[config.mk]
export PLATFORM = sky130hd
export DESIGN_NAME = irqNetMonitor
export DESIGN_NICKNAME = d
export VERILOG_FILES = /design/src/rvviTracePkg.sv /design/src/irqNetMonitor.sv
export SDC_FILE = /design/constraint.sdc
export NUM_CORES = 1
export LEC_CHECK = 0
export ABC_CLOCK_PERIOD_IN_PS = 5800
export BUFFER_PORTS_ARGS = -buffer_cell sky130_fd_sc_hd__buf_2
export CORE_MARGIN = 4
export CORE_UTILIZATION = 50
export CTS_CLUSTER_SIZE = 28
export DETAILED_ROUTE_END_ITERATION = 10
export GPL_TIMING_DRIVEN = 0
export PLACE_DENSITY = 0.84
export SYNTH_ARGS = -nofsm -noshare
export SYNTH_HDL_FRONTEND = slang
export SYNTH_SLANG_ARGS = --single-unit
[constraint.sdc]
create_clock -name rvvi -period 5.8 [get_ports rvvi]
set_clock_uncertainty 0.05 [all_clocks]
set_input_delay 1.16 -clock rvvi [delete_from_list [all_inputs] [get_ports rvvi]]
set_output_delay 1.16 -clock rvvi [all_outputs]
set_load 0.02 [all_outputs]
[src/rvviTracePkg.sv]
/*
 * RVFI to RVVI trace converter shared definitions
 * Widths, CSR slot order, interrupt watch mask and the
 * packed records passed between the pipeline stages
 */
package rvviTracePkg;

    ////////////////////
    // Widths and counts
    ////////////////////
    localparam int XLEN         = 32;
    localparam int NUM_GPR      = 32;
    localparam int GPR_ADDR_W   = 5;
    localparam int NUM_RD_PORTS = 2;
    localparam int IRQ_W        = 32;

    // Fixed CSR slot order, replaces the CSR address
    typedef enum logic [2:0] {
        CSR_MSTATUS  = 3'd0,
        CSR_MIE      = 3'd1,
        CSR_MTVEC    = 3'd2,
        CSR_MSCRATCH = 3'd3,
        CSR_MEPC     = 3'd4,
        CSR_MCAUSE   = 3'd5
    } csrIdxE;

    // Last slot closes the list
    localparam int NUM_CSR = int'(CSR_MCAUSE) + 1;

    // Software (3), timer (7), external (11) and local 16..31
    localparam logic [IRQ_W-1:0] IRQ_WATCH_MASK = 32'hFFFF_0888;

    ////////////////////
    // Record types
    ////////////////////
    typedef struct packed {
        logic [XLEN-1:0] rdata;
        logic [XLEN-1:0] wdata;
        logic [XLEN-1:0] wmask;
    } csrAccessT;

    typedef struct packed {
        logic [GPR_ADDR_W-1:0] addr;
        logic [XLEN-1:0]       data;
    } rdWriteT;

    typedef struct packed {
        logic [63:0]     order;
        logic [XLEN-1:0] pc;
        logic [31:0]     insn;
        logic            trap;
        logic            intr;
        logic [1:0]      mode;
        logic [1:0]      ixl;
    } insnInfoT;

    // One retired instruction as seen on RVFI
    typedef struct packed {
        insnInfoT                         info;
        rdWriteT [NUM_RD_PORTS-1:0]       rd;
        csrAccessT [NUM_CSR-1:0]          csr;
    } rvfiRecordT;

    // After GPR expansion, CSR accesses still raw
    typedef struct packed {
        insnInfoT                         info;
        logic [NUM_GPR-1:0]               gprMask;
        logic [NUM_GPR-1:0][XLEN-1:0]     gprData;
        csrAccessT [NUM_CSR-1:0]          csr;
    } decodedT;

    // Finished RVVI record
    typedef struct packed {
        insnInfoT                         info;
        logic [NUM_GPR-1:0]               gprMask;
        logic [NUM_GPR-1:0][XLEN-1:0]     gprData;
        logic [NUM_CSR-1:0][XLEN-1:0]     csrValue;
        logic [NUM_CSR-1:0]               csrChanged;
    } rvviRecordT;

    typedef struct packed {
        logic [IRQ_W-1:0] level;
        logic [IRQ_W-1:0] changed;
    } netEventT;

endpackage

[src/irqNetMonitor.sv]
/*
 * Interrupt net monitor
 * Watches the masked irq lines and keeps one pending
 * event that gathers further changes until it is taken
 */
`timescale 1ns/1ps

module irqNetMonitor (
    input  logic                                 rvvi,
    input  logic                                 arstN_i,
    input  logic [rvviTracePkg::IRQ_W-1:0]       irq_i,
    output logic                                 netValid_o,
    output rvviTracePkg::netEventT               netEvent_o,
    input  logic                                 netReady_i
);

    logic [rvviTracePkg::IRQ_W-1:0] irqMasked;
    logic [rvviTracePkg::IRQ_W-1:0] irqPrev;
    logic [rvviTracePkg::IRQ_W-1:0] irqDelta;
    logic                           pending;
    logic                           take;
    rvviTracePkg::netEventT         eventQ;

    assign irqMasked  = irq_i & rvviTracePkg::IRQ_WATCH_MASK;
    assign irqDelta   = irqMasked ^ irqPrev;
    assign take       = pending && netReady_i;
    assign netValid_o = pending;
    assign netEvent_o = eventQ;

    always_ff @(posedge rvvi or negedge arstN_i) begin
        if (!arstN_i) begin
            irqPrev <= '0;
            pending <= 1'b0;
        end else begin
            irqPrev <= irqMasked;
            if (irqDelta != '0) begin
                pending <= 1'b1;
            end else if (take) begin
                pending <= 1'b0;
            end
        end
    end

    ////////////////////
    // Event coalescing
    ////////////////////
    always_ff @(posedge rvvi) begin
        if (irqDelta != '0) begin
            eventQ.level <= irqMasked;
            // Merge into an event still waiting, else start fresh
            if (pending && !take) begin
                eventQ.changed <= eventQ.changed | irqDelta;
            end else begin
                eventQ.changed <= irqDelta;
            end
        end
    end

endmodule

Word-level counts from Yosys, hierarchy flattened --
Cells that the tools add are included.
Word-level totals: flip-flop bits (word level) 71, latch bits 0, RAM bits 0, bits in read-only memories 0, bits of input ports 35, output and inout port bits 65, word-level logic and storage cells 14, memories 0
Cells by class: $add $sub $neg 0, $mul 0, div/mod/pow operators 0, order comparisons 0, eq/ne operators 0, shift operators 0, multiplexer cells 3, bitwise operators 2, reductions and logical operators 5
Operators by type and width (count):
- 2-to-1 mux 32 bit | 1
- OR 32 bit | 1
- nonzero test 32 bit | 1
- bitwise XOR 32 bit | 1
- logical AND 1 bit | 2
- 2-to-1 mux 1 bit | 2
- nonzero test 2 bit | 1
- zero test 1 bit | 1

Depth between registers and ports, before layout --
Gate-level depths: netlist (run 1).
depth after elaboration 4, gate-level depth with buffers 4, mapped depth without buffers 4

Worst setup path after synthesis (run 1) --
OpenSTA, ideal clock, no wires.
path kind input-to-reg, start point in irq_i[31] in the netlist's numbering, end point reg eventQ, in the netlist netEvent_o[11] (enable), setup time 615 ps, arrival time 2669 ps, required time 5135 ps, slack 2466 ps, cell stages on the path 4, path buffers 0, cells stage by stage xnor2_1 > nand4_1 > nor4_2 > nand3_1
On the way: cells in the longest elaborated chain, start to end 2
Ends and longest elaborated chain:
- from (decl) | RTL line irqNetMonitor.sv:11 | input logic [rvviTracePkg::IRQ_W-1:0] irq_i,
- bitwise XOR 32 bit | RTL line irqNetMonitor.sv:25 | assign irqDelta = irqMasked ^ irqPrev;
- nonzero test 32 bit | RTL line irqNetMonitor.sv:48 | if (irqDelta != '0) begin
- to (decl) | RTL line irqNetMonitor.sv:22 | rvviTracePkg::netEventT eventQ;
No other way between the ends. A chain may end at the register's enable or synchronous reset.

Worst setup path after layout (run 1) --
start point in irq_i[24] in the netlist's numbering, end point reg eventQ, in the netlist netEvent_o[31] (enable)
The elaborated chain is that of the path after synthesis.

==> impl_metrics.ini, run 1 <==
[clock_tree]
postCtsHoldBufs = 0
clk_pin_slew_ps = 60
clock_latency_ps = 330
h-tree-depth = 3
ctsResizeCount = 0
cts_root_buf = clkbuf_8
post_cts_buffers = 0
cts_buffers = 9
cts_tree = built
cts_buffer_depth = 2
clock_sinks = 58

[critical_path]
cp-end-kind = flop
worst-setup-path-type = primary input to flop
cp-start-kind = primary input
critPathCapture = netEvent_o[31]
r2r_end = netEvent_o[31]
crit_required_ps = 5820
reg2reg_depth = 5
cp.arrival_ps = 2600
worstSetupStartpoint = irq_i[24]
reg2reg_slack_ps = 3790
regToRegStartpoint = irqPrev[24]
cp_max_fo = 32

[synth]
synthAdderAreaFrac = 0
netlist_area_mm2 = 0.00222
synthSimpleGateAreaFrac = 0.0852
ys_top_cells_by_area = edfxtp_1 (51%), dfrtp_1 (23%), buf_4 (8.8%)
yosys.cell_types.count = 15
yosysTopAreaCell = edfxtp_1
synth_top_family_by_area = buffers and inverters
synth-compound-area-share = 0.00677
postSynthAreaPerCell_um2 = 14.7
synthXorXnorAreaFrac = 0.0750
ys_seq_area_frac = 0.740
synth.area.mux_share = 0
syn_inst = 151
synth_top_area_share = 0.514
ys_warn_count = 0
ys_seq_elements = 58

[hold_path]
hold_class = flop to flop

[sta]
rsz0062_at_grt = no
final_hold_viol_count = 0
drv_slew = 0
min_period_ps = 2580
fin_crit_sh = 0.445
fmaxAchievable_mhz = 388
fin_tns_setup_ps = 0
setup_viol = 0
layout_setup_ws_ps = 3220

[floorplan]
core-area_mm2 = 0.00414
core.rowCount = 23
dieWidth_um = 74.6
io_pins = 100
die_y_um = 74.6
die_area_mm2 = 0.00557
start_util = 0.535

[grt]
grt_pass1_vias = 1392
antenna_found_initial = 0
grt_pass1_wl_um = 6510
grt_max_degree = 33
track_usage = 0.164
grt_overflow = 0

[status]
status = finished, final reports clean

[cells_and_area]
syn_to_final_growth_pct = 29.9
drive_above_1_share = 0.407
nNetsFinal = 283
diodes = 0
fin_util = 0.696

[detailed_routing]
routed_wl_um = 4190
post_drt_wl_per_cell_um = 13.8
detail-route-antenna-nets = 0
drc = 0
vias = 1335
drt_first_pass_iters = 4
drt_iter0_markers = 49
avgViaCountPerCell = 4.41

[power]
ir_worst_vdd_mv = 0.162
p_per_area_mw_per_mm2 = 329
p_total_mw = 0.950
p_leak_nw = 1.33

[placed_design]
gp_congestion = 0.722
portBuffers = 60
pre_cts_ws_ps = 2870
post-dp-hpwl_um = 3010

[flow_run]
drv_cap = 0
## critical path: stages
cell and delay [ps]:
buf_2 120, xnor2_1 210, nand4_1 190, nor4_2 360, nand3_2 280, buf_12 260
## metrics by stage
step | hold slack, ps | area, um^2 | cells
floorplan | 474 | 2310 | 176
global placement | 478 | 2680 | 286
detailed placement | 485 | 2700 | 287
CTS | 500 | 2880 | 303
global route | 527 | 2880 | 303
finish | 499 | 2880 | 303
## routing by layer
layer | GRT usage | part of all wire | vias up
met5 | 0 | 0 | -
li1 | - | - | 661
met3 | 0.0641 | 0.097 | 12
met4 | 0.0929 | 0.021 | 0
met1 | 0.192 | 0.39 | 598
met2 | 0.259 | 0.49 | 64
## cell usage after synthesis
| master | number |
|---|---|
| edfxtp_1 | 38 |
| nand4_1 | 4 |
| xor2_1 | 2 |
| nand4b_1 | 1 |
| nor4_2 | 1 |
| dfrtp_1 | 20 |
| nand2_1 | 34 |
| nor2b_1 | 1 |
| nor2_1 | 1 |
| a21o_1 | 2 |
| buf_4 | 26 |
| conb_1 | 1 |
| nand3_1 | 1 |
| xnor2_1 | 17 |
| clkbuf_1 | 2 |
## worst min-delay path by stage
stage | cells past startpoint | endpoint | start | slack (ps)
floorplan | 2 | netValid_o | irqPrev[30] | 470
global placement | 2 | netEvent_o[19] | netEvent_o[19] | 480
detailed placement | 2 | netEvent_o[23] | netEvent_o[23] | 490
CTS | 2 | netEvent_o[23] | netEvent_o[23] | 500
global route | 1 | netEvent_o[3] | netEvent_o[3] | 530
finish | 2 | netEvent_o[19] | netEvent_o[19] | 500
## cells by family after synthesis
logic type	Yosys count
buffers and inverters	28
xor gates and xnor gates	19
AOI/OAI and AO/OA	2
DFF	58
and+or+nand+nor	43
other	1
## cells in the final DEF (no fill, tap or decap), drive strengths merged, types with 2 or more instances in the layout
cell type,count
clkbuf,16
nand4,4
nand2,34
clkinv,2
conb,26
buf,87
a21o,2
dfrtp,20
xor2,2
xnor2,17
edfxtp,38
## state kept, by name, summed over array words and instances, names as in the netlist
name / count
netEvent_o: 38
irqPrev: 19
netValid_o: 1
## area by class of cell
class                           count  area [um^2]
Buffer                             28          203
Clock buffer                       14          173
Clock inverter                      2         10.0
Fill cell                         307         1260
Multi-Input combinational cell     90          473
Sequential cell                    58         1640
Tap cell                           50         62.6
Timing Repair Buffer               61          320
## report_power, final
part / total (mW) / switching, mW / internal (mW)
logic: 0.127 / 0.0808 / 0.0462
clock network: 0.336 / 0.147 / 0.189
registers: 0.487 / 0.0126 / 0.474
Note: power is estimated with default switching activity, not from simulation.
==> run 2, diff against run 1 <==
- ABC_CLOCK_PERIOD_IN_PS: 5800 -> 2200
- CORE_UTILIZATION: 50 -> 42
- PLACE_DENSITY: 0.84 -> 0.76
- clock period: 5.8 -> 2.2 ns (I/O delays scaled with it)
==> run 2 against run 1 <==
Compared with the run above: global-route usage fell by 2.7 points; cell area rose by 0.30%; flip-flop and latch count did not move; setup slack got worse by 3100 ps; total power rose to 2.5 times the previous value; worst hold slack got worse by 490 ps; combinational power rose to 2.7 times the previous value; die area rose by 17%; utilization fell by 13 points; routed wire length fell by 2.1%; critical path depth fell by 2; sequential share of layout area fell by 0.17 points.
==> impl_metrics.ini, run 2 (synthesis results as in run 1) <==
[power]
ir_worst_vdd_mv = 0.516
p_leak_nw = 1.32
switching_share = 0.260
p_total_mw = 2.39
p_clk_frac = 0.319
seq_power_share = 0.537
internal_power_mw = 1.76
p_per_area_mw_per_mm2 = 825
p_sw_mw = 0.620
p_comb_frac = 0.144

[sta]
layout_setup_ws_ps = 148
tightestPinTransition_ps = 606
whs_ps = 10.5
fin_crit_sh = 0.933
rsz0062_at_grt = no
final_hold_viol_count = 0
drv_slew = 0
fmaxAchievable_mhz = 487
min_period_ps = 2050
setup_viol = 0
max-slew-margin-rel = 0.593

[detailed_routing]
drt_iter0_markers = 43
detail-route-antenna-nets = 0
post_drt_wl_per_cell_um = 12.7
avgViaCountPerCell = 4.13
drc = 0
vias = 1333
drt_first_pass_iters = 2
routed_wl_um = 4100

[cells_and_area]
diodes = 0
syn_to_final_growth_pct = 30.3
fin_cells = 323
fin_util = 0.566
fill_cells = 443
final_common_cell = buf_2
final_cell_mix = buf_2 (60), edfxtp_1 (38), nand2_1 (34)
largest_reg_flops = 38
drive_above_1_share = 0.395
nNetsFinal = 283

[placed_design]
portBuffers = 60
gp_congestion = 0.678
pre_cts_ws_ps = -642
place_inst = 306
post-dp-hpwl_um = 2950

[critical_path]
cp-end-kind = flop
cp.arrival_ps = 1980
worst-setup-path-type = flop to flop
cp_max_fo = 19
cp-start-kind = flop
crit_required_ps = 2120

[floorplan]
core-area_mm2 = 0.00511
start_util = 0.434
dieWidth_um = 80.7
die_y_um = 80.7
core.rowCount = 26
io_pins = 100
die_area_mm2 = 0.00651

[flow_run]
drv_cap = 0

[grt]
gr-usage-met3 = 0.0471
antenna_found_initial = 0
grt_most_used_layer = met2
grt_overflow = 0
grt_use_met1 = 0.158
grt_max_degree = 21
grt_pass1_wl_um = 6230
grt_pass1_vias = 1318
track_usage = 0.137
met2_usage = 0.216

[clock_tree]
clk_pin_slew_ps = 60
postCtsHoldBufs = 0
clock_latency_ps = 330
cts_tree = built
cts_buffer_depth = 2
clock_sinks = 58
h-tree-depth = 3
post_cts_buffers = 0
cts_buffers = 9
cts_root_buf = clkbuf_8

[status]
status = finished, final reports clean

[hold_path]
hold_class = primary input to asynchronous set/reset pin
==> run 2: cell count changes in the layout (fill, tap and decap cells not counted) <==
cell	previous run	this run
clkinv_1	0	3
buf_12	1	0
nand3_2	1	0
nand3_4	0	2
nor4_4	0	1
clkbuf_8	12	9
nor4_2	1	0
==> run 2: power groups by stage <==
| stage | combinational, mW | clock, mW | sequential, mW |
|---|---|---|---|
| 2_1_floorplan | 0.145 | 0 | 1.38 |
| 3_3_place_gp | 0.333 | 0 | 1.30 |
| 3_5_place_dp | 0.338 | 0 | 1.30 |
| 4_1_cts | 0.346 | 0.795 | 1.28 |
| 5_1_grt | 0.373 | 0.846 | 1.29 |
| 6_report | 0.343 | 0.761 | 1.28 |
==> run 2: critical path: stages (launching register included) <==
cell	delay, ps
dfrtp_1	370
xnor2_1	210
nand4_1	200
nor4_4	530
nand3_4	330
==> run 2: worst paths after layout <==
kind	slack (ps)	startpoint	end	cells past startpoint
min in group rvvi	200	irq_i[25]	irqPrev[25]	1
worst max-delay path	150	irqPrev[16]	netEvent_o[3]	4
worst min-delay path	10	arstN_i	irqPrev[16]	1
max in group asynchronous	1760	arstN_i	irqPrev[27]	1
worst min register to register	490	netEvent_o[29]	netEvent_o[29]	2
worst max register to register	150	irqPrev[16]	netEvent_o[3]	4
==> run 2: per-stage QoR <==
stage	area [um^2]	setup TNS, ps
after global placement	2710	-24990
after detailed placement	2710	-24320
after CTS	2890	0
after global routing	2890	0
final	2890	0
after floorplan	2320	0
==> run 2: layer usage <==
layer  vias to the layer above  wire length [um]
met5                         -                 0
met4                         0                92
met3                         8               363
met2                        51              2010
met1                       616              1630
li1                        658                 -
==> run 2: area by class of cell <==
class,count,area [um^2],area share
Tap cell,70,87.6,0.0303
Clock buffer,11,131,0.0454
Timing Repair Buffer,60,300,0.104
Sequential cell,58,1640,0.568
Multi-Input combinational cell,91,507,0.175
Clock inverter,5,21.3,0.00736
Buffer,28,203,0.0701
==> run 2: what timing repair did <==
item,in CTS,in global routing
hold endpoints to repair,0,0
resized for setup,3,0
endpoints found under the setup margin,38,0
